===== src/hdl/cpu_pkg.sv =====
package cpu_pkg;

  localparam int DATA_W = 16;  // data word width
  localparam int ADDR_W = 10;  // 1024 words of RAM

  typedef logic [DATA_W-1:0] word_t;
  typedef logic [ADDR_W-1:0] paddr_t;

  // opcodes kept from the full instruction set
  typedef enum logic [7:0] {
    JMP       = 8'd1,   // pc <= operand
    RAM2REG   = 8'd2,   // reg <= mem[operand]
    REG2RAM   = 8'd3,   // mem[operand] <= reg
    NUM2REG   = 8'd4,   // reg <= operand
    REG_PLUS  = 8'd5,   // reg += operand
    REG_MINUS = 8'd6,   // reg -= operand
    EXIT      = 8'd17   // stop the core
  } opcode_e;

  // first word of every instruction
  typedef struct packed {
    opcode_e    op;       // upper byte
    logic [7:0] reg_num;  // lower byte
  } inst_head_t;

  // a fetched word is either plain data or an instruction head
  typedef union packed {
    word_t      raw;
    inst_head_t head;
  } inst_word_u;

  // core side of the RAM
  typedef struct packed {
    logic   en;
    logic   we;
    paddr_t addr;
    word_t  wdata;
  } mem_req_t;

  // logical address to translate
  typedef struct packed {
    logic  valid;  // one-cycle strobe
    word_t laddr;
  } mmu_req_t;

  typedef struct packed {
    logic   done;       // one-cycle pulse
    logic   fault;      // sticky until reset
    paddr_t phys_addr;
  } mmu_resp_t;

  typedef struct packed {
    logic       en;
    logic [3:0] idx;   // wide enough for 16 registers
    word_t      data;
  } reg_wr_t;

endpackage


===== src/hdl/reg_file.sv =====
`timescale 1ns/1ps

module reg_file #(
  parameter int NUM_REGS = 16
) (
  input  logic             clka,
  input  logic             rst,
  input  cpu_pkg::reg_wr_t wr,
  input  logic [3:0]       rd_idx,
  output cpu_pkg::word_t   rd_data
);

  cpu_pkg::word_t regs [NUM_REGS];

  always_ff @(posedge clka) begin
    if (!rst) begin
      for (int i = 0; i < NUM_REGS; i++) begin
        regs[i] <= '0;
      end
    end else if (wr.en) begin
      regs[wr.idx] <= wr.data;  // visible from the next cycle
    end
  end

  // combinational read port
  always_comb begin
    rd_data = '0;
    for (int i = 0; i < NUM_REGS; i++) begin
      if (rd_idx == 4'(i)) begin
        rd_data = regs[i];
      end
    end
  end

  // the core must fold register numbers into the implemented range
  a_wr_idx: assert property (@(posedge clka) disable iff (!rst)
    wr.en |-> (int'(wr.idx) < NUM_REGS))
    else $error("register write index %0d out of range", wr.idx);

endmodule


===== config.mk =====
export PLATFORM = sky130hd
export DESIGN_NAME = reg_file
export DESIGN_NICKNAME = d
export VERILOG_FILES = /design/src/hdl/cpu_pkg.sv /design/src/hdl/reg_file.sv
export SDC_FILE = /design/constraint.sdc
export NUM_CORES = 1
export LEC_CHECK = 0
export ABC_AREA = 0
export BUFFER_PORTS_ARGS = -buffer_cell sky130_fd_sc_hd__buf_2
export CAP_MARGIN = 20
export CORE_MARGIN = 2
export CORE_UTILIZATION = 55
export DETAILED_ROUTE_END_ITERATION = 12
export PLACE_DENSITY = 0.7
export SETUP_SLACK_MARGIN = 0.4
export SLEW_MARGIN = 5
export SYNTH_ARGS = -nofsm -noshare
export SYNTH_HDL_FRONTEND = slang
export SYNTH_SLANG_ARGS = --single-unit
export TNS_END_PERCENT = 20

===== constraint.sdc =====
create_clock -name clka -period 6.9 [get_ports clka]
set_input_delay 0.345 -clock clka [delete_from_list [all_inputs] [get_ports clka]]
set_output_delay 0.345 -clock clka [all_outputs]
set_load 0.01 [all_outputs]

### After elaboration in Yosys (flattened, before gate mapping)

Memory sizes are Yosys's and may differ from the RTL's.
Cells that the tools add are included.

| storage, ports and cells | value |
|---|---|
| bits of input ports | 27 |
| memories | 1 |
| bits in writable memories | 256 |
| output and inout port bits | 16 |
| word-level logic and storage cells | 41 |
| register bits | 0 |

Memories:

| memory | depth | bits a word | rd ports | clocked after memory_dff | wr ports | line | source |
|---|---|---|---|---|---|---|---|
| regs | 16 | 16 | 16 | 0 | 16 | reg_file.sv:13 | `cpu_pkg::word_t regs [NUM_REGS];` |

| operators by class | value |
|---|---|
| multiplexer cells | 23 |
| equal/unequal tests | 15 |
| reductions and logical operators | 2 |

Operators with widths:

| cell | number |
|---|---|
| 16-bit 2-to-1 mux | 17 |
| 4-bit == test (second input constant) | 8 |
| 4-bit by 3-bit == test with 1-bit output (second input constant) | 4 |
| 16-bit OR reduction | 1 |
| 4-bit by 2-bit == test with 1-bit output (second input constant) | 2 |
| 1-bit 2-to-1 mux | 5 |
| 4-bit by 1-bit == test with 1-bit output (second input constant) | 1 |
| 4-bit logical NOT | 1 |
| 4-bit 2-to-1 mux | 1 |

### Logic depth before layout (Yosys ltp)

| depth | value |
|---|---|
| word-level depth | 17 |
| depth in mapped cells | 8 |
| gate-level depth less buffers | 5 |

### Least setup slack after synthesis

No wires, ideal clock.

| timing path | value |
|---|---|
| kind | input-to-reg |
| start point | input rst |
| end point | memory regs[1][0] (netlist bit), enable pin |
| data required time | 6.489 ns |
| arrival | 2.198 ns |
| cell stages on the path | 5 |
| buffers on the path | 2 |
| library setup time | 0.411 ns |
| slack | 4.291 ns |
| cell sequence | buf_4 -> nand2_1 -> or3_1 -> buf_2 -> o21ai_0 |

RTL lines:

| what | line | source |
|---|---|---|
| start, declared | reg_file.sv:7 | `input logic rst,` |
| end, declared | reg_file.sv:13 |  |

### Worst setup path after layout

| timing path | value |
|---|---|
| start point | input rd_idx[0] |
| end point | output rd_data[12] |

| on the way | value |
|---|---|
| cells in the longest elaborated chain, start to end | 17 |
| elaborated cells between the ends (all ways) | 32 |
| classes of those cells | eq/ne (15); mux (16); reduce/logical (1) |

Ends and longest elaborated chain:

| what | line | source |
|---|---|---|
| start, declared | reg_file.sv:9 | `input logic [3:0] rd_idx,` |
| 4-bit logical NOT | reg_file.sv:29 | `if (rd_idx == 4'(i)) begin` |
| 16-bit 2-to-1 mux (15 in series) | reg_file.sv:29 |  |
| 16-bit 2-to-1 mux (*) | reg_file.sv:29 |  |
| end, declared | reg_file.sv:10 | `output cpu_pkg::word_t rd_data` |

Every way passes the cells marked *; elsewhere a longest branch is shown, timed or not.

==> out/qor.yml <==
status:
  status: "complete, no violations"
route:
  drt_first_iter_violations: 1010
  dr_total_vias: 8079
  drtPass1Iterations: 6
  drc: 0
  drt-vias-per-instance: 6.24
  ant_nets: 0
  wl_per_cell_um: 25.0
  drt-total-wl_um: 32300
clock_network:
  clk_pin_slew_worst_paths_ps: 60
  cts_tree: "done"
  cts_resized: 0
  cts-root-buf: "clkbuf_16"
  clock_path_buffers: 3
  cts_inserted_buffers: 27
  ctsHoldBuffers: 0
  clock-sinks: 256
  cts_htree_levels: 1
  post_cts_buffers: 0
place:
  place_ws_ps: 3170
  dp_hpwl_um: 20400
  routabilityCongestion: 0.894
  port-buffer-count: 42
  dpl_cell_area_um2: 12800
power:
  leakage_nw: 4.80
  seq_power_share_pct: 52.1
  peakVddDrop_v: 0.000221
  comb_power_share_pct: 9.2
  powerDensity_nw_per_um2: 257
  swShare_pct: 23.2
  p_total_mw: 3.50
  p_int_mw: 2.69
  p_clk_share_pct: 38.7
  p_sw_mw: 0.813
setup_path:
  end_kind: "output pin"
  critPathArrivalTime_ps: 3470
  critPathMaxFanout: 59
  critPathRequiredTime_ps: 6550
  critPathLaunchType: "input port"
  path_class: "in -> out"
yosys:
  synth_area_um2: 12400
  synth-simple-area-share_pct: 18.5
  synth_mux_area_share_pct: 4.83
  netlist_instances: 976
  seq_area_frac_synth_pct: 61.8
  yosys_warnings: 0
  synth_compound_area_share_pct: 11.0
  async_reset_ff_share_pct: 0
  synth_nets: 1003
  synth_flop_cell: "edfxtp_1"
  synthAdderAreaFrac_pct: 0
  synth-seq-cells: 256
  avgSynthCellArea_um2: 12.7
  synthXorXnorAreaFrac_pct: 0
  synth_area_leaders: "edfxtp_1, and2_1, mux2_2"
  synth_top_area_cell: "edfxtp_1"
  synth_edf_count: 256
  yosysTopAreaCellShare_pct: 61.8
  ys_types: 57
  synth_top_family_by_area: "simple AND/OR/NAND/NOR gates"
sta:
  min_period_ps: 3810
  setup_viol: 0
  slew_headroom_pct: 26.7
  finalHoldViolations: 0
  finalCritPeriodShare_pct: 55.3
  fmax_mhz: 262
  rsz0062_at_grt: "no"
  tightest_slew_ps: 1090
  finalWorstSetupSlack_ps: 3090
  fin_tns_setup_ps: 0
  drv_slew: 0
global_route:
  grt_pass1_vias: 7856
  grt_max_degree: 60
  gr-total-overflow: 0
  gr-usage-all-layers_pct: 27.4
  antenna_found_initial: 0
  grt_pass1_wl_um: 48600
floorplanning:
  pin_count: 43
  coreArea_um2: 22400
  rows: 55
  fp.dieH_um: 154
  die_width_um: 154
  initial_utilization_pct: 55.4
  fp.dieArea_um2: 23800
finish:
  largest_reg_flops: 256
  design_area_um2: 13600
  top_regs: "regs x256"
  final_util_pct: 60.7
  multi_input_area_um2: 4270
  top_register: "regs"
  drive_gt1_share_pct: 15.0
  diodes: 0
  seq_area_um2: 7690
  fill_cells: 1761
  area_growth_pct: 9.47
  layout.nets: 1024
job:
  cap_violations: 0
hold_path:
  hold-path-cell-count: 2
  hold_end: "regs[12][15]"
  worstHoldStart: "wr[15]"
  hold_class: "in -> reg"
-- cell type report --
type	count	area share, %
Tap cell	285	2.62
Timing Repair Buffer	70	3.22
Sequential cell	256	56.5
Clock buffer	32	5.10
Clock inverter	10	0.726
Multi-Input combinational cell	625	31.4
Inverter	17	0.469
-- worst max-delay path, cell delays in order --
cell      delay, ps
buf_4           610
buf_4           690
and2_1          510
a22oi_1         120
o32ai_1         460
a211oi_1        100
o21ai_1         350
buf_2           210
-- worst max path at each step --
stage,start,endpoint,slack (ps),cells after the start
6_report,rd_idx[0],rd_data[12],3090,8
5_1_grt,rd_idx[0],rd_data[10],2990,8
4_1_cts,rd_idx[0],rd_data[8],3150,8
3_5_place_dp,rd_idx[0],rd_data[8],3170,8
3_3_place_gp,rd_idx[0],rd_data[8],3220,8
2_1_floorplan,rst,regs[1][0],4290,5
-- power by group through the flow --
| stage | Sequential (mW) | Clock (mW) | Combinational, mW |
|---|---|---|---|
| 2_1_floorplan | 1.85 | 0 | 0.202 |
| 3_3_place_gp | 1.85 | 0 | 0.313 |
| 3_5_place_dp | 1.86 | 0 | 0.318 |
| 4_1_cts | 1.82 | 1.36 | 0.319 |
| 5_1_grt | 1.83 | 1.42 | 0.344 |
| 6_report | 1.82 | 1.35 | 0.322 |
-- metrics by stage --
step | cells | hold slack [ps]
finish | 1295 | 304
global route | 1295 | 326
CTS | 1288 | 313
detailed placement | 1246 | 859
global placement | 1242 | 849
floorplan | 976 | 543
-- cells in the mapped netlist (all sizes together) (11+ instances only) --
| library cell | number |
|---|---|
| o221ai | 14 |
| nor2 | 34 |
| nor3 | 11 |
| a21oi | 31 |
| buf | 40 |
| nor2b | 15 |
| mux2i | 15 |
| and2 | 257 |
| edfxtp | 256 |
| inv | 17 |
| clkbuf | 38 |
| o21ai | 45 |
| nand2b | 20 |
| mux2 | 30 |
| o22ai | 13 |
| a31oi | 11 |
| nand2 | 23 |
| a221oi | 14 |
-- placed cells by master, fill, tap and decap left out, drive strengths merged, types with 20 or more instances in the layout --
master	instances
a21oi	31
nor2	34
mux2	30
edfxtp	256
o21ai	45
buf	70
clkbuf	32
nand2b	20
nand2	23
and2	257
-- layer usage --
layer  track usage, %  wire length [µm]
met5                0                 0
met4             8.60              1050
met3             3.70              2500
met2             45.9             15700
met1             37.5             13100
-- logic make-up after synthesis --
group | after synthesis
AO/OA/AOI/OAI | 193
buffers and inverters | 95
flip-flops | 256
multiplexers | 50
AND/OR/NAND/NOR | 382
No activity file was read; power rests on OpenSTA's default activity.
