$ cat config.mk
export PLATFORM = sky130hd
export DESIGN_NAME = page_mmu
export DESIGN_NICKNAME = d
export VERILOG_FILES = /design/src/hdl/cpu_pkg.sv /design/src/hdl/page_mmu.sv
export SDC_FILE = /design/constraint.sdc
export NUM_CORES = 1
export LEC_CHECK = 0
export BUFFER_PORTS_ARGS = -buffer_cell sky130_fd_sc_hd__buf_2
export CORE_ASPECT_RATIO = 1.2
export CORE_UTILIZATION = 30
export DETAILED_ROUTE_END_ITERATION = 16
export SLEW_MARGIN = 20
export SYNTH_ARGS = -nofsm -noshare
export SYNTH_HDL_FRONTEND = slang
export SYNTH_SLANG_ARGS = --single-unit
$ cat constraint.sdc
create_clock -name clka -period 4 [get_ports clka]
set_clock_uncertainty 0.15 [all_clocks]
set_input_delay 0.4 -clock clka [delete_from_list [all_inputs] [get_ports clka]]
set_output_delay 0.4 -clock clka [all_outputs]
set_load 0.1 [all_outputs]
$ cat src/hdl/cpu_pkg.sv
package cpu_pkg;

  localparam int DATA_W = 16;  // data word width
  localparam int ADDR_W = 10;  // 1024 words of RAM

  typedef logic [DATA_W-1:0] word_t;
  typedef logic [ADDR_W-1:0] paddr_t;

  // opcodes kept from the full instruction set
  typedef enum logic [7:0] {
    JMP       = 8'd1,   // pc <= operand
    RAM2REG   = 8'd2,   // reg <= mem[operand]
    REG2RAM   = 8'd3,   // mem[operand] <= reg
    NUM2REG   = 8'd4,   // reg <= operand
    REG_PLUS  = 8'd5,   // reg += operand
    REG_MINUS = 8'd6,   // reg -= operand
    EXIT      = 8'd17   // stop the core
  } opcode_e;

  // first word of every instruction
  typedef struct packed {
    opcode_e    op;       // upper byte
    logic [7:0] reg_num;  // lower byte
  } inst_head_t;

  // a fetched word is either plain data or an instruction head
  typedef union packed {
    word_t      raw;
    inst_head_t head;
  } inst_word_u;

  // core side of the RAM
  typedef struct packed {
    logic   en;
    logic   we;
    paddr_t addr;
    word_t  wdata;
  } mem_req_t;

  // logical address to translate
  typedef struct packed {
    logic  valid;  // one-cycle strobe
    word_t laddr;
  } mmu_req_t;

  typedef struct packed {
    logic   done;       // one-cycle pulse
    logic   fault;      // sticky until reset
    paddr_t phys_addr;
  } mmu_resp_t;

  typedef struct packed {
    logic       en;
    logic [3:0] idx;   // wide enough for 16 registers
    word_t      data;
  } reg_wr_t;

endpackage

$ cat src/hdl/page_mmu.sv
`timescale 1ns/1ps

module page_mmu #(
  parameter int PAGE_BITS = 6
) (
  input  logic               clka,
  input  logic               rst,
  input  cpu_pkg::mmu_req_t  req,
  output cpu_pkg::mmu_resp_t resp
);

  localparam int PPAGE_W = cpu_pkg::ADDR_W - PAGE_BITS;  // physical page index
  localparam int LPAGE_W = cpu_pkg::DATA_W - PAGE_BITS;  // logical page index
  localparam int NPAGES  = 1 << PPAGE_W;

  typedef enum logic [1:0] {
    IDLE,
    SCAN,
    ALLOC,
    DEAD
  } state_t;

  state_t               state;
  logic [NPAGES-1:0]    tbl_valid;             // page in use
  logic [LPAGE_W-1:0]   tbl_owner [NPAGES];    // logical page held there
  logic [LPAGE_W-1:0]   last_lpage;
  logic [PPAGE_W-1:0]   last_ppage;
  logic [LPAGE_W-1:0]   lpage_q;
  logic [PAGE_BITS-1:0] offset_q;
  logic [PPAGE_W-1:0]   scan_idx;
  logic [PPAGE_W-1:0]   free_idx;              // lowest free page seen
  logic                 free_found;
  logic [PPAGE_W-1:0]   phys_page_q;
  logic                 done_q;
  logic                 fault_q;
  logic                 open_q;                // request outstanding
  logic                 hit;

  assign hit = (req.laddr[cpu_pkg::DATA_W-1:PAGE_BITS] == last_lpage);

  always_ff @(posedge clka) begin
    if (!rst) begin
      state        <= IDLE;
      tbl_valid    <= NPAGES'(1);  // page 0 preallocated
      tbl_owner[0] <= '0;
      last_lpage   <= '0;          // logical 0 maps to physical 0
      last_ppage   <= '0;
      scan_idx     <= '0;
      free_found   <= 1'b0;
      done_q       <= 1'b0;
      fault_q      <= 1'b0;
    end else begin
      done_q <= 1'b0;
      case (state)
        IDLE: begin
          if (req.valid) begin
            lpage_q  <= req.laddr[cpu_pkg::DATA_W-1:PAGE_BITS];
            offset_q <= req.laddr[PAGE_BITS-1:0];
            if (hit) begin
              done_q      <= 1'b1;  // reuse last translation
              phys_page_q <= last_ppage;
            end else begin
              scan_idx   <= '0;
              free_found <= 1'b0;
              state      <= SCAN;
            end
          end
        end
        SCAN: begin
          if (tbl_valid[scan_idx] && (tbl_owner[scan_idx] == lpage_q)) begin
            done_q      <= 1'b1;
            phys_page_q <= scan_idx;
            last_lpage  <= lpage_q;
            last_ppage  <= scan_idx;
            state       <= IDLE;
          end else begin
            if (!tbl_valid[scan_idx] && !free_found) begin
              free_found <= 1'b1;
              free_idx   <= scan_idx;
            end
            if (scan_idx == PPAGE_W'(NPAGES - 1)) begin
              state <= ALLOC;  // whole table missed
            end else begin
              scan_idx <= scan_idx + 1'b1;
            end
          end
        end
        ALLOC: begin
          done_q <= 1'b1;
          if (free_found) begin
            tbl_valid[free_idx] <= 1'b1;
            tbl_owner[free_idx] <= lpage_q;
            phys_page_q         <= free_idx;
            last_lpage          <= lpage_q;
            last_ppage          <= free_idx;
            state               <= IDLE;
          end else begin
            fault_q <= 1'b1;  // out of pages
            state   <= DEAD;
          end
        end
        default: state <= DEAD;  // wait for reset
      endcase
    end
  end

  always_ff @(posedge clka) begin
    if (!rst) begin
      open_q <= 1'b0;
    end else if (req.valid) begin
      open_q <= 1'b1;
    end else if (done_q) begin
      open_q <= 1'b0;
    end
  end

  assign resp.done      = done_q;
  assign resp.fault     = fault_q;
  assign resp.phys_addr = {phys_page_q, offset_q};  // page index then offset

  a_done_after_valid: assert property (@(posedge clka) disable iff (!rst)
    resp.done |-> open_q)
    else $error("translation answer without a request");

endmodule

== Word-level counts from Yosys, hierarchy flattened ==
Memories as Yosys holds them, arrays and structs flattened. A register that Yosys moved wholly into a read port is not among the register bits.
Cells that the tools add are included.

* Order comparisons: 3
* Reduce and logical (&&, ||, !) cells: 19
* Bitwise operators: 3
* Equal/unequal tests: 14
* Add/sub/neg operators: 1
* Muxes and demuxes: 43

{| class="wikitable"
|+ Operators by type and width
! cell !! count
|-
| two-way mux 4 bit || 11
|-
| two-way mux 10 bit || 3
|-
| == test 10 bit || 2
|-
| one-hot mux 10 bit (2 select lines) || 1
|-
| inequality test 2 bit, second input constant || 8
|-
| OR 16 bit || 1
|-
| one-hot mux 4 bit (2 select lines) || 2
|-
| two-way mux 1 bit || 15
|-
| one-hot mux 4 bit (3 select lines) || 1
|-
| < comparator 4 x 5 -> 1 bit, second input constant || 2
|-
| two-way mux 2 bit || 5
|-
| AND reduction 5 bit || 2
|-
| OR reduction 10 bit || 1
|-
| AND reduction 3 bit || 3
|-
| one-hot mux 2 bit (3 select lines) || 1
|-
| AND reduction 6 bit || 1
|-
| adder 4 x 1 -> 4 bit, second input constant || 1
|-
| binary-select mux 1 bit (select 4 bit) || 1
|-
| demux 1 bit (select 4 bit) || 1
|-
| == test 4 bit, second input constant || 1
|-
| >= comparator 4 x 1 -> 1 bit, second input constant || 1
|-
| AND reduction 2 bit || 2
|-
| AND reduction 4 bit || 1
|-
| nonzero test 2 bit || 2
|-
| 10 further kinds || 14
|}

* Output and inout port bits: 12
* Bits in registers: 63
* Bits in writable memories: 160
* Input port bits: 19
* Memories: 1
* Logic and storage cells: 96

{| class="wikitable"
|+ Memory list
! name !! depth !! bits a word !! rd ports !! clocked after Yosys merged registers in !! wr ports !! line !! text
|-
| tbl_owner || 16 || 10 || 1 || 1 || 1 || page_mmu.sv:25 || <nowiki>logic [LPAGE_W-1:0] tbl_owner [NPAGES];</nowiki>
|}

== Longest topological paths before layout ==
* Word-level depth: 7
* Mapped depth: 11
* Depth with buffers taken out: 8

== Worst setup path after synthesis ==
OpenSTA, ideal clock, no wires.

* Kind: reg2reg
* Start point: register with a tool-made name
* End point: register phys_page_q[0] (enable)
* Stages on the path, launching flop included: 10
* Period minus slack after synthesis: 3,433 ps
* Data required time: 3,478 ps
* Path slack: 567 ps
* Setup time: 372 ps
* Buffers on the path: 2
* Data arrival time: 2,911 ps
* Path through: dfxtp_1 -> clkbuf_1 -> mux4_2 -> mux2i_1 -> mux2i_1 -> xor2_1 -> or3_1 -> o31a_1 -> buf_2 -> a211oi_1

{| class="wikitable"
|+ RTL lines
! element !! line !! text
|-
| to (signal assigned) || page_mmu.sv:61 || <nowiki>phys_page_q <= last_ppage;</nowiki>
|-
| to (signal assigned) || page_mmu.sv:72 || <nowiki>phys_page_q <= scan_idx;</nowiki>
|-
| to (signal assigned) || page_mmu.sv:93 || <nowiki>phys_page_q <= free_idx;</nowiki>
|-
| to (decl) || page_mmu.sv:33 || <nowiki>logic [PPAGE_W-1:0] phys_page_q;</nowiki>
|}

==> metrics.yaml <==
synth:
  synth_top_family_by_area: "multiplexers"
  synth.area.top_cells: "edfxtp_1 60%, mux4_2 11%, dfxtp_1 9.4%"
  synth-compound-area-share_pct: 6.01
  seq_area_frac_synth_pct: 69.4
  synth_top_area_share_pct: 60.0
  synthCells: 550
  async_flop_share_pct: 0
  yosysTopAreaCell: "edfxtp_1"
  yosys-top-cells-count: "184 x edfxtp_1, 46 x mux4_2, 43 x dfxtp_1"
  synth_flop_cell: "edfxtp_1"
  ys_seq_elements: 227
  synth.distinct_cells: 50
  synth_most_common_cell: "edfxtp_1"
  synthAdderAreaFrac_pct: 0.680
  netlist_area_um2: 9200
  ys_warn_count: 0
  synth_simple_gate_area_share_pct: 5.90
  synth.mux.area_fraction_pct: 13.5
  synth-edff-count: 184
  syn_avg_cell_area_um2: 16.7
  syn_nets: 574
  synth_xor_area_share_pct: 2.38
clock_network:
  clk_path_buf_depth: 3
  clkTransAtPathRegs_ns: 0.06
  cts_root_buf: "clkbuf_16"
  cts_sinks: 227
  cts_tree: "yes"
  htree_levels: 1
  clkLatencyLatePin_ns: 0.50
  cts_buffers: 23
floorplanning:
  start_util_pct: 30.8
  die_x_um: 162
  die_area_um2: 31400
  io_pins: 31
  chipHeight_um: 194
  fp.coreArea_um2: 29900
  rows: 69
global_route:
  antenna_found_initial: 0
  grt_pass1_vias: 5200
  grt_use_met1_pct: 17.9
  grt_usage_pct: 13.7
  grt_pass1_wl_mm: 32.1
  grt_util_met2_pct: 23.6
  grt.busiest_layer: "met2"
  grt_max_degree: 26
  grt.met3_usage_pct: 1.82
  overflow: 0
timing:
  setup_violations: 0
  max_slew_margin_pct: 34.4
  setup-tns-final_ns: 0
  min_period_over_period_pct: 89.3
  slew_violations: 0
  hold_ws_ns: 0.255
  fmax_ghz: 0.280
  rsz0062_at_grt: "no"
  min_period_ns: 3.57
  hold_viol: 0
  worst_pin_slew_ns: 0.980
placement:
  dp_hpwl_mm: 13.7
  dp_cells: 970
  port_buffers: 30
  place_congestion: 0.764
worst_setup_path:
  crit_path_max_fanout: 11
  reg2reg_slack_ns: 0.43
  required_ns: 4.07
  critical-path-max-stage-delay_ns: 0.76
  worst_setup_path_end_kind: "flip-flop"
  critPathKind: "reg -> reg"
  crit_chain: "mux4_2 -> mux2i_1 -> mux2i_1 -> xor2_1 -> or3_1 -> o31a_1 -> a211oi_1 -> buf_4"
  arrival_ns: 3.65
  critPathLaunchType: "flip-flop"
  path_common_cell: "mux2i_1"
  crit_slowest_cell: "dfxtp_1"
route:
  wirelength_mm: 20.8
  ant_nets: 0
  drt-vias-per-instance: 4.93
  routedWlPerCell_um: 20.3
  drc: 0
  drtIter0Drc: 500
  dr_total_vias: 5060
  first_pass_iters: 5
min_path:
  min_path_type: "in -> reg"
power:
  irDropWorstVdd_uv: 328
  leakagePower_nw: 3.29
  power_density_nw_per_um2: 527
cells_and_area:
  antenna_cells: 0
  fillers: 2815
  areaGrowthSynthToFinish_pct: 17.7
  drive_gt1_share_pct: 24.2
  fin_cells: 1027
  final_util_pct: 36.2
  nets: 645
run_status:
  status: "complete, no violations"
run:
  drv_cap: 0
[cell usage in the layout, fill, tap and decap left out, types with 8 or more instances in the layout]
cell and n:
clkbuf_16 23, nand3_1 20, o21ai_1 8, edfxtp_1 184, and2_1 12, mux4_2 46, xor2_1 13, dfxtp_1 41
buf_2 30, dlygate4sd3_1 16, xnor2_1 12, buf_4 30, nor2_1 29, a21oi_1 23, nand2_1 14, a21o_1 16
mux2i_1 18
[worst max-delay path: cells and delay by family, from the launching register on]
kind,cells,cell delay [ns]
XOR/XNOR,1,0.23
AND/OR/NAND/NOR,1,0.47
multiplexers,3,0.92
AO/OA/AOI/OAI,2,0.57
buffers and inverters,1,0.17
flip-flops,1,0.76
[final timing paths]
| check | depth (start not counted) | from | end |
|---|---|---|---|
| setup / recovery | 8 | flip-flop | phys_page_q[3]$_DFFE_PP_ |
| hold / removal | 4 | req[16] | done_q$_SDFF_PN0_ |
| setup reg to reg | 8 | flip-flop | phys_page_q[3]$_DFFE_PP_ |
| hold reg to reg | 1 | tbl_valid[0]$_SDFFE_PN1P_ | tbl_valid[0]$_SDFFE_PN1P_ |
[power by group]
| group | total (mW) | switching [mW] | internal, mW | leakage [nW] |
|---|---|---|---|---|
| Clock | 1.98 | 0.856 | 1.13 | 0.341 |
| Combinational | 0.980 | 0.626 | 0.354 | 1.22 |
| Sequential | 2.74 | 0.0861 | 2.65 | 1.73 |
[timing repair]
item                                   4_1_cts  5_1_grt
buffers inserted                             0        0
hold buffers                                16        0
endpoints found under the hold margin       16        0
gates resized for setup                      0        0
[sequential cells by signal (all words and copies together), names as in the netlist, named ones only]
register / flops
last_lpage: 10
phys_page_q: 4
tbl_valid: 16
scan_idx: 4
lpage_q: 10
offset_q: 6
state: 2
done_q: 1
fault_q: 1
free_idx: 4
free_found: 1
last_ppage: 4
tbl_owner: 160
[per-layer routing]
layer | routed length [um] | vias to the layer above
li1 | - | 2308
met1 | 8800 | 2598
met2 | 10600 | 122
met3 | 978 | 32
met4 | 458 | 0
met5 | 0 | -
[kinds of logic (layout without fill, tap and decap cells)]
kind of cell | Yosys count | after routing
adder cells (fa/ha/maj) | 5 | 5
buffers and inverters | 39 | 126
AND/OR/NAND/NOR | 107 | 107
flip-flops | 227 | 227
XOR/XNOR | 25 | 25
multiplexers | 66 | 66
AO/OA/AOI/OAI | 81 | 81
[layout make-up]
type | count | area [um2] | share of cell area [%]
Clock inverter | 11 | 81.3 | 0.751
Clock buffer | 30 | 602 | 5.56
Multi-Input combinational cell | 284 | 2650 | 24.5
Timing Repair Buffer | 79 | 596 | 5.50
Inverter | 6 | 22.5 | 0.208
Sequential cell | 227 | 6390 | 59.0
Tap cell | 390 | 488 | 4.51
[metrics by stage]
step	worst slack [ns]	area, um2	total power, mW
after global routing	0.171	10800	5.94
after global placement	0.376	9980	3.76
final	0.427	10800	5.70
after CTS	0.365	10800	5.75
after detailed placement	0.384	9980	3.77
after floorplan	0.567	9200	3.53
Note: power is estimated with default switching activity, not from simulation.
