File: src/hdl/cpu_pkg.sv
package cpu_pkg;

  localparam int DATA_W = 16;  // data word width
  localparam int ADDR_W = 10;  // 1024 words of RAM

  typedef logic [DATA_W-1:0] word_t;
  typedef logic [ADDR_W-1:0] paddr_t;

  // opcodes kept from the full instruction set
  typedef enum logic [7:0] {
    JMP       = 8'd1,   // pc <= operand
    RAM2REG   = 8'd2,   // reg <= mem[operand]
    REG2RAM   = 8'd3,   // mem[operand] <= reg
    NUM2REG   = 8'd4,   // reg <= operand
    REG_PLUS  = 8'd5,   // reg += operand
    REG_MINUS = 8'd6,   // reg -= operand
    EXIT      = 8'd17   // stop the core
  } opcode_e;

  // first word of every instruction
  typedef struct packed {
    opcode_e    op;       // upper byte
    logic [7:0] reg_num;  // lower byte
  } inst_head_t;

  // a fetched word is either plain data or an instruction head
  typedef union packed {
    word_t      raw;
    inst_head_t head;
  } inst_word_u;

  // core side of the RAM
  typedef struct packed {
    logic   en;
    logic   we;
    paddr_t addr;
    word_t  wdata;
  } mem_req_t;

  // logical address to translate
  typedef struct packed {
    logic  valid;  // one-cycle strobe
    word_t laddr;
  } mmu_req_t;

  typedef struct packed {
    logic   done;       // one-cycle pulse
    logic   fault;      // sticky until reset
    paddr_t phys_addr;
  } mmu_resp_t;

  typedef struct packed {
    logic       en;
    logic [3:0] idx;   // wide enough for 16 registers
    word_t      data;
  } reg_wr_t;

endpackage

File: src/hdl/cpu_core.sv
`timescale 1ns/1ps

module cpu_core #(
  parameter int NUM_REGS = 16
) (
  input  logic               clka,
  input  logic               rst,
  input  logic               run,
  output cpu_pkg::mmu_req_t  mmu_req,
  input  cpu_pkg::mmu_resp_t mmu_resp,
  output cpu_pkg::mem_req_t  mem_req,
  input  cpu_pkg::word_t     rdata,
  output cpu_pkg::reg_wr_t   reg_wr,
  output logic [3:0]         reg_rd_idx,
  input  cpu_pkg::word_t     reg_rd_data,
  output logic               halted
);

  typedef enum logic [3:0] {
    S_HEAD_XLATE,
    S_HEAD_WAIT,
    S_HEAD_READ,
    S_OPND_XLATE,
    S_OPND_WAIT,
    S_OPND_READ,
    S_EXEC,
    S_DATA_XLATE,
    S_DATA_WAIT,
    S_LOAD,
    S_HALT
  } state_t;

  state_t              state;
  cpu_pkg::word_t      pc;         // logical program counter
  cpu_pkg::inst_word_u head_q;     // opcode and register number
  cpu_pkg::word_t      opnd_q;     // second instruction word
  logic [3:0]          reg_idx;
  logic                xlate_ok;   // answer without fault
  logic                xlate_open; // request sent, answer not yet back

  assign reg_idx  = 4'(head_q.head.reg_num % NUM_REGS);  // only the low bits matter
  assign xlate_ok = mmu_resp.done && !mmu_resp.fault;
  assign halted   = (state == S_HALT);

  always_ff @(posedge clka) begin
    if (!rst) begin
      state <= S_HEAD_XLATE;
      pc    <= '0;
    end else begin
      case (state)
        S_HEAD_XLATE: if (run) state <= S_HEAD_WAIT;  // idle until run
        S_HEAD_WAIT: begin
          if (mmu_resp.done) state <= mmu_resp.fault ? S_HALT : S_HEAD_READ;
        end
        S_HEAD_READ: begin
          head_q.raw <= rdata;
          pc         <= pc + 1'b1;
          state      <= S_OPND_XLATE;
        end
        S_OPND_XLATE: state <= S_OPND_WAIT;
        S_OPND_WAIT: begin
          if (mmu_resp.done) state <= mmu_resp.fault ? S_HALT : S_OPND_READ;
        end
        S_OPND_READ: begin
          opnd_q <= rdata;
          pc     <= pc + 1'b1;
          state  <= S_EXEC;
        end
        S_EXEC: begin
          case (head_q.head.op)
            cpu_pkg::JMP: begin
              pc    <= opnd_q;
              state <= S_HEAD_XLATE;
            end
            cpu_pkg::RAM2REG, cpu_pkg::REG2RAM: state <= S_DATA_XLATE;
            cpu_pkg::EXIT: state <= S_HALT;
            default: state <= S_HEAD_XLATE;  // alu ops and no-ops
          endcase
        end
        S_DATA_XLATE: state <= S_DATA_WAIT;
        S_DATA_WAIT: begin
          if (mmu_resp.done) begin
            if (mmu_resp.fault) begin
              state <= S_HALT;
            end else if (head_q.head.op == cpu_pkg::RAM2REG) begin
              state <= S_LOAD;
            end else begin
              state <= S_HEAD_XLATE;  // store lands at this edge
            end
          end
        end
        S_LOAD: state <= S_HEAD_XLATE;
        default: state <= S_HALT;  // stays until reset
      endcase
    end
  end

  // translation requests with the address held through the wait state
  always_comb begin
    mmu_req.valid = ((state == S_HEAD_XLATE) && run) ||
                    (state == S_OPND_XLATE) || (state == S_DATA_XLATE);
    if ((state == S_DATA_XLATE) || (state == S_DATA_WAIT)) begin
      mmu_req.laddr = opnd_q;
    end else begin
      mmu_req.laddr = pc;
    end
  end

  // memory access issued in the cycle the translation returns
  always_comb begin
    mem_req       = '0;
    mem_req.addr  = mmu_resp.phys_addr;
    mem_req.wdata = reg_rd_data;
    if ((state == S_HEAD_WAIT) || (state == S_OPND_WAIT)) begin
      mem_req.en = xlate_ok;
    end else if (state == S_DATA_WAIT) begin
      mem_req.en = xlate_ok;
      mem_req.we = xlate_ok && (head_q.head.op == cpu_pkg::REG2RAM);
    end
  end

  assign reg_rd_idx = reg_idx;

  always_comb begin
    reg_wr     = '0;
    reg_wr.idx = reg_idx;
    if (state == S_EXEC) begin
      case (head_q.head.op)
        cpu_pkg::NUM2REG: begin
          reg_wr.en   = 1'b1;
          reg_wr.data = opnd_q;
        end
        cpu_pkg::REG_PLUS: begin
          reg_wr.en   = 1'b1;
          reg_wr.data = reg_rd_data + opnd_q;  // wraps at 16 bits
        end
        cpu_pkg::REG_MINUS: begin
          reg_wr.en   = 1'b1;
          reg_wr.data = reg_rd_data - opnd_q;
        end
        default: reg_wr.en = 1'b0;
      endcase
    end else if (state == S_LOAD) begin
      reg_wr.en   = 1'b1;
      reg_wr.data = rdata;  // read issued in data wait
    end
  end

  always_ff @(posedge clka) begin
    if (!rst) begin
      xlate_open <= 1'b0;
    end else if (mmu_req.valid) begin
      xlate_open <= 1'b1;
    end else if (mmu_resp.done) begin
      xlate_open <= 1'b0;
    end
  end

  // one translation at a time
  a_one_xlate: assert property (@(posedge clka) disable iff (!rst)
    xlate_open |-> !mmu_req.valid)
    else $error("translation requested while another was pending");

endmodule

File: config.mk
export PLATFORM = sky130hd
export DESIGN_NAME = cpu_core
export DESIGN_NICKNAME = d
export VERILOG_FILES = /design/src/hdl/cpu_pkg.sv /design/src/hdl/cpu_core.sv
export SDC_FILE = /design/constraint.sdc
export NUM_CORES = 1
export LEC_CHECK = 0
export BUFFER_PORTS_ARGS = -buffer_cell sky130_fd_sc_hd__buf_2
export CORE_UTILIZATION = 54
export CTS_CLUSTER_SIZE = 14
export DETAILED_ROUTE_END_ITERATION = 7
export PLACE_DENSITY = 0.82
export SYNTH_ARGS = -nofsm -noshare
export SYNTH_HDL_FRONTEND = slang
export SYNTH_SLANG_ARGS = --single-unit
File: constraint.sdc
create_clock -name clka -period 4.31 [get_ports clka]
set_input_delay 0.862 -clock clka [delete_from_list [all_inputs] [get_ports clka]]
set_output_delay 0.862 -clock clka [all_outputs]
set_load 0.02 [all_outputs]
Word-level counts from Yosys, hierarchy flattened
Index checks and enable logic that the tools add are counted.
Widths: inputs -> output; s select.

cells by class
  add/sub/neg operators = 3
  multiplexer cells = 22
  equal/unequal tests = 22
  reduce and logical (&&, ||, !) cells = 17

operators by type and width
  kind                   number
  $mux 16                4
  $pmux 16 s3            1
  $pmux 4 s10            1
  $mux 4                 8
  $pmux 16 s2            1
  $eq 8x3->1 const B     3
  $add 16x1->16 const B  1
  $add 16x16->16         1
  $eq 4x3->1 const B     4
  $eq 8x2->1 const B     2
  $sub 16x16->16         1
  $eq 4x4->1 const B     3
  $eq 4x2->1 const B     2
  $eq 8x1->1 const B     1
  $eq 8x5->1 const B     1
  $ne 2x2->1 const B     4
  $pmux 4 s2             1
  $reduce_and 2->1       3
  $mux 1                 5
  $eq 4x1->1 const B     1
  $logic_not 4->1        1
  $logic_or 1x1->1       4
  $reduce_and 4->1       1
  $reduce_or 2->1        2
  6 further kinds        8

storage, ports and cells
  flip-flop bits (word level) = 52
  logic and storage cells = 68
  output and inout port bits = 71
  input bits = 47

Depth between registers and ports, before layout
Gate-level depths: netlist of the first run.

  depth in word-level cells = 5
  mapped depth = 13
  depth with buffers taken out = 13

Worst setup path after synthesis of the first run
Ideal clock, no wire load.

  kind = register to output
  start = reg opnd_q[5]
  end = out reg_wr[13] in the netlist's numbering
  data arrival time = 3.498 ns
  path buffers = 0
  data required time = 3.448 ns
  setup slack = -0.050 ns
  cell stages (with the launch flop) = 13
  cells stage by stage = edfxtp_1 -> or3_1 -> or3b_2 -> nor2_1 -> a21oi_1 -> xnor2_1 -> ha_1 -> and4_1 -> a211oi_1 -> a2bb2oi_1 -> o311ai_0 -> xnor2_1 -> o21ai_0

RTL lines
  item                    line            text
  start, declared         cpu_core.sv:36  cpu_pkg::word_t opnd_q;
  start signal, assigned  cpu_core.sv:65  opnd_q <= rdata;
  end, declared           cpu_core.sv:13  output cpu_pkg::reg_wr_t reg_wr,

==> summary.md, run 1 <==
| Metric | Value |
|---|---|
| Global-route wire length before repair | `~18000 um` |
| Slowest-stage cell, CP | `or3b_4` |
| Ports | `118` |
| Compound-Gate Fraction of Synth Area | `a little under a quarter` |
| Htree depth | `2` |
| Syn Nets | `543` |
| Full die area | `just over 8000 um^2` |
| Placeable core area | `approximately 7400 um^2` |
| Layout net count | `approximately 620` |
| CTS sink count | `48` |
| Die X | `around 90 um` |
| Most used flip-flop cell after synthesis | `edfxtp_1` |
| Adder-Cell Fraction of Synth Area | `under 10%` |
| Synth Warn # | `0` |
| Seq cells post-synth | `between 40 and 50` |
| Hold crit path type | `register to register` |
| Dpl hpwl | `7913 um` |
| DRT iter0 DRCs | `a little over 300` |
| Pins over their slew limit | `0` |
| Mapped cell area | `4185 um^2` |
| Max transition margin | `42.56%` |
| Via density | `6.240` |
| Setup crit start kind | `register` |
| Clock Skews | `4.542 ps` |
| Worst-path clk slew | `approximately 100 ps` |
| PortBufs | `97` |
| Register area share after synthesis | `between 20 and 30%` |
| Pre-CTS setup slack | `-9.279 ps` |
| TritonCTS clock tree | `built` |
| Drt wl/cell | `17.26 um` |
| Number of synthesized flops with an enable pin | `28` |
| Post-Layout Cell Count | `approximately 660` |
| Lkg Pwr | `2.041 nW` |
| Worst-margin pin slew | `about 860 ps` |
| Max incr delay on CP | `between 400 and 500 ps` |
| CTS root buf | `clkbuf_8` |
| Maximum vdd drop | `0.0001513 V` |
| Post-route minimum period | `between 4000 and 5000 ps` |
| Final setup viols | `5` |
| CTS hold repair buffers | `0` |
| Vias in the first global route | `roughly 3600` |
| Post-route DRC | `0` |
| CP cell instances | `or3_4 > or3b_4 > nand2_1 > xor2_1 > ha_4 > nand4_1 > a211oi_2 > buf_4 > nor2_1 > o311ai_2 > xnor2_1 > o21ai_1 > buf_4` |
| Antenna violations before repair | `0` |
| Final ANT Viol Nets | `0` |
| Final core utilization | `about two thirds` |
| Final worst slack | `-135.5 ps` |
| Top-area cell type share of the netlist area | `20.09%` |
| Fmax | `about 220 MHz` |
| Syn_area_per_cell | `8.756 um^2` |
| CP Launch Point | `opnd_q[5]$_DFFE_PP_` |
| Pwr dens | `about 300 nW/um^2` |
| Layout cells sized above 1 | `~37%` |
| Die Ht | `between 90 and 100 um` |
| CP dominant cell by count | `buf_4` |
| WP buf/inv | `2` |
| Critical Path Fanout Max | `6` |
| Leading area contributor after synthesis | `edfxtp_1` |
| Clk Latency, worst-skew pair | `a little over 300 ps` |
| Final hold vios | `0` |
| Worst endpoint required time | `3450 ps` |
| Distinct cell type count after synthesis | `72` |
| Post-synthesis mux area share | `under 10%` |
| XOR/XNOR Fraction of Synth Area | `between 6 and 7%` |
| Congestion Overflow GR | `0` |
| Pre-Repair DR Iteration Count | `5` |
| Start-to-end type of the worst setup path | `register to primary output` |
| CP arrival | `about 3600 ps` |
| GRT Overall Usage | `a little over a quarter` |
| Post-synthesis simple-gate area fraction | `18.39%` |
| Top delay family on crit path | `simple AND/OR/NAND/NOR gates` |
| Area grow syn2layout | `18.03%` |
| Largest net degree at the start of global routing | `28` |
| Total chip power | `between 1 and 1.5 mW` |
| Dominant cells by area after synthesis | `edfxtp_1 20%, dfxtp_1 9.6%, buf_4 6.3%` |
| Ant diodes | `0` |
| Status | `finished, violations left` |
| MaxCap Viol Count | `0` |
| Post-Route WL | `~11000 um` |
| Core Rows | `31` |
| TritonCTS Buffers | `5` |
| Vias | `about 4100` |
| Starting Density | `a little under three fifths` |
| Mapped Cells | `between 400 and 500` |
| Fillers | `around 570` |
| Placed cell count | `roughly 630` |
| Post-Route Setup TNS | `-258.3 ps` |
| Unrepaired setup endpoints after global routing | `yes` |
| Critical Path Sink Type | `primary output` |
| Largest family of logic cells by synthesized area | `compound AO/OA/AOI/OAI gates` |
| Failing checks | `setup timing` |
| FFs w/ async S/R, synth | `0%` |
| CTS max path bufs | `2` |
| Period utilization | `103.1%` |
| GP Congestion | `between 0.9 and 1` |
| Hold Startpoint | `pc[7]$_SDFFE_PN0P_` |
| Worst reg2reg path startpoint | `state[1]$_SDFFE_PN0P_` |
-- repair_timing --
action	4_1_cts	5_1_grt
pin swaps	12	18
setup buffers	9	9
gates cloned	0	0
gates resized for setup	25	23
setup endpoints to repair	7	7
-- synth_stat cells, drive strengths merged, types with 7 or more instances --
library cell / number
nand2: 25
o21ai: 34
mux2: 17
edfxtp: 28
xnor2: 23
nand3: 9
a21oi: 40
and2: 9
nor2: 37
clkbuf: 19
a22oi: 17
and3: 7
xor2: 7
buf: 44
o221a: 7
ha: 17
inv: 16
dfxtp: 20
nor3: 11
-- worst paths after layout --
check | to | slack [ps] | depth (start not counted)
min | pc[7]$_SDFFE_PN0P_ | 500 | 2
max | reg_wr[13] | -140 | 13
max reg2reg | pc[9]$_SDFFE_PN0P_ | 1380 | 6
min reg2reg | pc[7]$_SDFFE_PN0P_ | 500 | 2
-- placed cells by master, fill, tap and decap left out, types with 4 or more instances in the layout --
cell type,Yosys,layout
a31oi_1,5,5
o21ai_1,5,10
inv_1,16,16
mux2_2,17,17
nor3_1,10,8
nand3_1,9,8
clkbuf_8,3,5
nor4_1,4,4
nand2_1,25,25
o221a_2,6,6
and2_1,8,7
dfxtp_1,20,20
o21ai_0,29,23
ha_1,17,15
a21oi_2,0,5
a22oi_1,17,17
o211ai_1,5,5
xnor2_1,23,23
nor2b_1,5,5
a21oi_1,40,34
xor2_1,7,7
nor2_1,37,34
edfxtp_1,28,28
buf_4,35,44
o22ai_1,5,5
and3_1,6,6
buf_2,2,91
-- flip-flops by register name (all words and copies together) (netlist names) --
register,cells
head_q,12
state,4
pc,16
opnd_q,16
-- kinds of logic after synthesis --
logic type	Yosys count
AO/OA/AOI/OAI	147
flip-flops	48
multiplexers	17
XOR/XNOR	30
buffers and inverters	79
AND/OR/NAND/NOR	139
adder cells (fa/ha/maj)	18
-- worst reg2reg max path: cells and delay by family (launching register included) --
kind | cells | cell delay, ps
flip-flops | 1 | 710
AND/OR/NAND/NOR | 3 | 1050
AO/OA/AOI/OAI | 3 | 1080
-- per-layer routing --
| layer | vias up | GRT usage [%] | routed length, um |
|---|---|---|---|
| li1 | 1910 | - | - |
| met1 | 1946 | 34.06 | 4756 |
| met2 | 208 | 42.81 | 5396 |
| met3 | 42 | 4.399 | 786 |
| met4 | 0 | 12.90 | 416 |
| met5 | - | 0 | 0 |
-- power by group --
part	switching, mW	internal (mW)	total, mW
Sequential	0.0595	0.517	0.576
Clock	0.168	0.175	0.343
Combinational	0.318	0.234	0.552
-- per-stage QoR --
stage / instance area (um^2) / hold slack [ps]
6_report: 4940 / 500.9
2_1_floorplan: 4185 / 446.5
3_5_place_dp: 4508 / 487.5
3_3_place_gp: 4508 / 453.9
5_1_grt: 4940 / 541.7
4_1_cts: 4782 / 495.3
-- area by class of cell --
class	instances	area [um^2]	area share [%]
flip-flops and latches	48	1241	25.13
clock buffers	5	68.82	1.393
well taps	99	123.9	2.508
inverters	16	60.06	1.216
repair buffers	136	797.0	16.13
clock inverters	3	46.29	0.9372
multi-input cells	351	2603	52.68
No activity file was read; power rests on OpenSTA's default activity.
==> inputs of run 2 (changes only) <==
CORE_MARGIN = 2   (was unset)
GPL_ROUTABILITY_DRIVEN = 0   (was unset)
==> run 2 against run 1 <==
The flow still finishes with violations (setup timing). Final cell count is 0.76% higher. Global-route usage is 1.3 points lower. Clock skew is 8.9 ps higher. Register-to-register slack worse by 130 ps. Critical endpoint unchanged.
==> summary.md, run 2 (same netlist as run 1, synthesis figures left out) <==
| Metric | Value |
|---|---|
| Status | `finished, violations left` |
| Failing checks | `setup timing` |
| CTS hold repair buffers | `0 (unchanged)` |
| Layout net count | `625 (+0.32%)` |
| Hold crit path type | `register to register` |
| GR Layer Usage met3 | `3.780% (-0.62 points)` |
| Max incr delay on CP | `440 ps (about the same)` |
| CP dominant cell by count | `xnor2_1` |
| TritonCTS Buffers | `5 (unchanged)` |
| Core Rows | `32 (+3.2%)` |
| CTS max path bufs | `2 (unchanged)` |
| PortBufs | `97 (unchanged)` |
| Largest regs | `opnd_q (16), pc (16), head_q (12)` |
| Largest net degree at the start of global routing | `28 (unchanged)` |
| Drt wl/cell | `18.62 um (+7.9%)` |
| Final core utilization | `66.23% (-0.80 points)` |
| CTS root buf | `clkbuf_8` |
| Worst-path clk slew | `100 ps (about the same)` |
| Hold slack | `488.4 ps (-12.49 ps)` |
| CP arrival | `3780 ps (+200 ps)` |
| Ports | `118 (unchanged)` |
| GRT Overall Usage | `25.15% (-1.3 points)` |
| Post-route minimum period | `4638 ps (+192.5 ps)` |
| Dpl hpwl | `7988 um (+0.94%)` |
| Clk Latency, worst-skew pair | `310 ps (about the same)` |
| Pre-CTS setup slack | `-4.808 ps (+4.471 ps)` |
| Register area | `1241 um^2 (unchanged)` |
| CTS sink count | `48 (unchanged)` |
| Layout cells sized above 1 | `39.22% (+1.8 points)` |
| Pins over their slew limit | `0 (unchanged)` |
| Lkg Pwr | `2.081 nW (+2.0%)` |
| Start-to-end type of the worst setup path | `register to primary output` |
| Critical Path Fanout Max | `3 (-3)` |
| Full die area | `8470 um^2 (+4.5%)` |
| WP buf/inv | `1 (-1)` |
| Worst endpoint required time | `3450 ps (about the same)` |
| Clock Skews | `13.48 ps (+8.939 ps)` |
| Period utilization | `107.6% (+4.5 points)` |
| Vias in the first global route | `3667 (+1.3%)` |
| CP cell instances | `or3_4 > or3b_4 > nor2_4 > a21oi_2 > xnor2_1 > ha_2 > and4_4 > a211oi_4 > a2bb2oi_2 > o311ai_2 > xnor2_1 > o21ai_1 > buf_4` |
| Seq pwr share | `38.9% (-0.3 points)` |
| Pre-Repair DR Iteration Count | `5 (unchanged)` |
| Ant diodes | `0 (unchanged)` |
| Final ANT Viol Nets | `0 (unchanged)` |
| Unrepaired setup endpoints after global routing | `yes` |
| Dpl cell area | `4512 um^2 (about the same)` |
| TritonCTS clock tree | `built` |
| Slowest-stage cell, CP | `edfxtp_1` |
| Top delay family on crit path | `simple AND/OR/NAND/NOR gates` |
| Die Ht | `92.04 um (+2.2%)` |
| Via density | `6.278 (+0.60%)` |
| Maximum vdd drop | `0.0002001 V (+32%)` |
| Most frequent cells in the layout | `91 x buf_2, 42 x buf_4, 33 x nor2_1, 33 x a21oi_1, 28 x edfxtp_1` |
| Placeable core area | `7607 um^2 (+3.2%)` |
| Logic pwr share | `37.7% (+0.2 points)` |
| DRT iter0 DRCs | `268 (-12%)` |
| Die X | `92.04 um (+2.2%)` |
| Final hold vios | `0 (unchanged)` |
| Starting Density | `55.02% (-1.8 points)` |
| MaxCap Viol Count | `0 (unchanged)` |
| Htree depth | `2 (unchanged)` |
| Multi-input gate area | `2655 um^2 (+2.0%)` |
| Congestion Overflow GR | `0 (unchanged)` |
| Met1 GRT Util | `32.40% (-1.7 points)` |
| Antenna violations before repair | `0 (unchanged)` |
| Most common cell after layout, fill and taps aside | `buf_2` |
| GRT met2 Usage | `42.89% (+0.080 points)` |
| Clock Power Share | `23.4% (about the same)` |
| Max transition margin | `42.46% (-0.10 points)` |
| Gr busiest metal | `met2` |
| Int Pwr | `942.6 uW (+1.8%)` |
| Final instance area | `5039 um^2 (+2.0%)` |
| P_sw | `543.1 uW (-0.38%)` |
| Post-Route WL | `12340 um (+8.7%)` |
| Pwr dens | `294.9 nW/um^2 (-0.99%)` |
| Final setup viols | `8 (+3)` |
| Fillers | `609 (+6.5%)` |
| Setup crit start kind | `register` |
| Post-route DRC | `0 (unchanged)` |
| Vias | `4162 (+1.4%)` |
| Critical Path Sink Type | `primary output` |
| Final worst slack | `-328.0 ps (-192.5 ps)` |
| Worst-margin pin slew | `863.1 ps (+1.568 ps)` |
| Fmax | `215.6 MHz (-4.2%)` |
| Net Sw Frac | `36.55% (-0.50 points)` |
| Total chip power | `1.486 mW (+0.99%)` |
| Area grow syn2layout | `20.39%` |
| Global-route wire length before repair | `17420 um (-0.55%)` |
-- run 2: per-layer routing --
| metal | routed length, um | up-vias | part of all wire [%] |
|---|---|---|---|
| li1 | - | 1904 | - |
| met1 | 4688 | 1932 | 38 |
| met2 | 6017 | 254 | 49 |
| met3 | 895 | 72 | 7.3 |
| met4 | 741 | 0 | 6.0 |
| met5 | 0 | - | 0 |
-- run 2: per-stage QoR --
| step | cells | setup TNS [ps] |
|---|---|---|
| final | 663 | -1440 |
| after global routing | 663 | -2348 |
| after CTS | 650 | 0 |
| after detailed placement | 635 | -6.960 |
| after global placement | 635 | 0 |
| after floorplan | 478 | 0 |
-- run 2: worst paths after layout --
kind	from	end	slack, ps	cells past startpoint
worst max register to register	state[1]$_SDFFE_PN0P_	pc[5]$_SDFFE_PN0P_	1250	6
worst min register to register	pc[7]$_SDFFE_PN0P_	pc[7]$_SDFFE_PN0P_	490	2
worst min-delay path	pc[7]$_SDFFE_PN0P_	pc[7]$_SDFFE_PN0P_	490	2
worst max-delay path	opnd_q[5]$_DFFE_PP_	reg_wr[13]	-330	13
-- run 2: power groups by stage --
stage                     registers, mW  logic [mW]  clock network [mW]
final                             0.577       0.560               0.348
after global routing              0.585       0.604               0.369
after CTS                         0.575       0.526               0.352
after detailed placement          0.585       0.511                   0
after global placement            0.584       0.503                   0
after floorplan                   0.548       0.461                   0
-- run 2: timing repair --
item,CTS,global route
endpoints found under the setup margin,7,7
pin swaps,12,35
gates resized for setup,26,40
hold endpoints to repair,0,0
buffers inserted,7,13
-- run 2: final cells by class --
cell class	count	share of cell area, %
Clock inverter	1	0.1738
Inverter	16	1.192
Multi-Input combinational cell	351	52.69
Tap cell	102	2.533
Sequential cell	48	24.63
Timing Repair Buffer	138	16.41
Clock buffer	7	2.359
-- run 2: worst register-to-register path, cell delays in order (launching register included) --
cell and delay (ps):
dfxtp_1 710, nand4bb_4 390, or4_4 610, o22ai_1 680, o21ai_0 260, a22oi_1 230
nor2b_1 70
==> inputs of run 3 (changes only) <==
CORE_ASPECT_RATIO = 0.9   (was unset)
==> run 3 against run 2 <==
The run still ends with setup timing left. Worst hold slack got worse by 2.4 ps. Critical path type unchanged. Largest cell class unchanged. Clock skew shrank 1.3 ps. Sequential share of layout area up 0.86 points.
==> summary.md, run 3 (same netlist as run 1, synthesis figures left out) <==
| Metric | Value |
|---|---|
| Pre-CTS setup slack | `-61.65 ps (-56.84 ps)` |
| Dpl hpwl | `8151 um (+2.0%)` |
| TritonCTS clock tree | `built` |
| Placed cell count | `631 (-0.63%)` |
| Maximum vdd drop | `0.0001605 V (-20%)` |
| GRT Overall Usage | `26.59% (+1.4 points)` |
| Post-route minimum period | `4477 ps (-161.0 ps)` |
| Start-to-end type of the worst setup path | `register to primary output` |
| Final ANT Viol Nets | `0 (unchanged)` |
| Ant diodes | `0 (unchanged)` |
| Global-route wire length before repair | `18560 um (+6.5%)` |
| Most common cell after layout, fill and taps aside | `buf_2` |
| Worst-path clk slew | `100 ps (about the same)` |
| Final setup viols | `4 (-4)` |
| Largest net degree at the start of global routing | `29 (+3.6%)` |
| Critical Path Sink Type | `primary output` |
| Core Rows | `30 (-6.3%)` |
| Drt wl/cell | `17.94 um (-3.6%)` |
| Clock Power Share | `23.6% (+0.2 points)` |
| Vias | `4020 (-3.4%)` |
| Final hold vios | `0 (unchanged)` |
| Final worst slack | `-167.0 ps (+161.0 ps)` |
| Antenna violations before repair | `0 (unchanged)` |
| Final core utilization | `64.53% (-1.7 points)` |
| Pre-Repair DR Iteration Count | `5 (unchanged)` |
| MaxCap Viol Count | `0 (unchanged)` |
| Int Pwr | `939.0 uW (-0.38%)` |
| Clk Latency, worst-skew pair | `310 ps (about the same)` |
| Die Ht | `87.52 um (-4.9%)` |
| Critical Path Fanout Max | `3 (unchanged)` |
| Congestion Overflow GR | `0 (unchanged)` |
| PortBufs | `97 (unchanged)` |
| DRT iter0 DRCs | `246 (-8.2%)` |
| Pins over their slew limit | `0 (unchanged)` |
| Failing checks | `setup timing` |
| Net Sw Frac | `36.86% (+0.31 points)` |
| Ports | `118 (unchanged)` |
| Logic pwr share | `39.0% (+1.3 points)` |
| Max transition margin | `43.23% (+0.78 points)` |
| Post-route DRC | `0 (unchanged)` |
| Status | `finished, violations left` |
| Fmax | `223.4 MHz (+3.6%)` |
| CTS max path bufs | `2 (unchanged)` |
| Pwr dens | `305.5 nW/um^2 (+3.6%)` |
| CP arrival | `3620 ps (-160 ps)` |
| Layout cells sized above 1 | `36.73% (-2.5 points)` |
| Worst endpoint required time | `3450 ps (about the same)` |
| CTS root buf | `clkbuf_8` |
| P_sw | `548.1 uW (+0.94%)` |
| Via density | `6.223 (-0.87%)` |
| Post-Layout Cell Count | `646 (-2.6%)` |
| Lkg Pwr | `2.011 nW (-3.4%)` |
| TritonCTS Buffers | `5 (unchanged)` |
| Area grow syn2layout | `16.32%` |
| Seq pwr share | `37.4% (-1.5 points)` |
| Starting Density | `55.47% (+0.46 points)` |
| Full die area | `8472 um^2 (about the same)` |
| Die X | `96.80 um (+5.2%)` |
| Hold slack | `486.0 ps (-2.431 ps)` |
| Vias in the first global route | `3843 (+4.8%)` |
| Total chip power | `1.487 mW (about the same)` |
| Hold crit path type | `register to register` |
| Period utilization | `103.9% (-3.7 points)` |
| Placeable core area | `7545 um^2 (-0.82%)` |
| CTS sink count | `48 (unchanged)` |
| Worst-margin pin slew | `851.5 ps (-11.66 ps)` |
| Post-Route WL | `11590 um (-6.1%)` |
| Largest regs | `opnd_q (16), pc (16), head_q (12)` |
| Unrepaired setup endpoints after global routing | `yes` |
| CTS hold repair buffers | `0 (unchanged)` |
| Most frequent cells in the layout | `94 x buf_2, 34 x nor2_1, 34 x a21oi_1` |
| Clock Skews | `12.15 ps (-1.325 ps)` |
| Setup crit start kind | `register` |
| Htree depth | `2 (unchanged)` |
| Layout net count | `614 (-1.8%)` |
## run 3: final timing paths
kind                              from                 end  slack (ps)  depth (start not counted)
setup / recovery  head_q[14]$_DFFE_PP_          reg_wr[10]        -170                         12
hold / removal      pc[7]$_SDFFE_PN0P_  pc[7]$_SDFFE_PN0P_         490                          2
setup reg to reg  head_q[14]$_DFFE_PP_  pc[5]$_SDFFE_PN0P_        1430                          7
hold reg to reg     pc[7]$_SDFFE_PN0P_  pc[7]$_SDFFE_PN0P_         490                          2
## run 3: critical path: stages, from the launching register on
cell and delay (ps):
edfxtp_1 370, or4_4 580, or2_4 280, nor2_1 100
a21oi_1 90, fa_2 390, a21o_1 220, a21oi_2 190
o21bai_1 140, a311oi_1 370, nor3_1 90, a221o_1 310
buf_2 170
## run 3: power by group through the flow
stage	registers [mW]	clock network (mW)	logic, mW
after floorplan	0.548	0	0.461
after CTS	0.554	0.358	0.561
after detailed placement	0.565	0	0.548
final	0.556	0.352	0.580
after global placement	0.563	0	0.534
after global routing	0.562	0.376	0.631
## run 3: repair_timing
item / in CTS / in global routing
setup endpoints to repair: 7 / 9
setup buffers: 5 / 2
gates cloned: 0 / 0
pin swaps: 10 / 14
resized for setup: 21 / 22
## run 3: through the flow
step / TNS [ps] / instance area (um^2)
after floorplan: 0 / 4185
after global placement: 0 / 4519
after detailed placement: -61.65 / 4519
after CTS: -66.79 / 4757
after global routing: -1191 / 4868
final: -321.7 / 4868
## run 3: cell type report
class	count	area [um^2]
clock inverters	1	8.758
well taps	96	120.1
repair buffers	127	721.9
clock buffers	7	118.9
inverters	16	60.06
multi-input cells	351	2597
flip-flops and latches	48	1241
fillers	640	2676
## run 3: metal layers
metal / vias up / GRT usage (%) / part of all wire (%)
li1: 1878 / - / -
met1: 1912 / 34.10 / 42
met2: 209 / 46.84 / 50
met3: 21 / 5.136 / 6.9
met4: 0 / 6.658 / 1.7
met5: - / 0 / 0
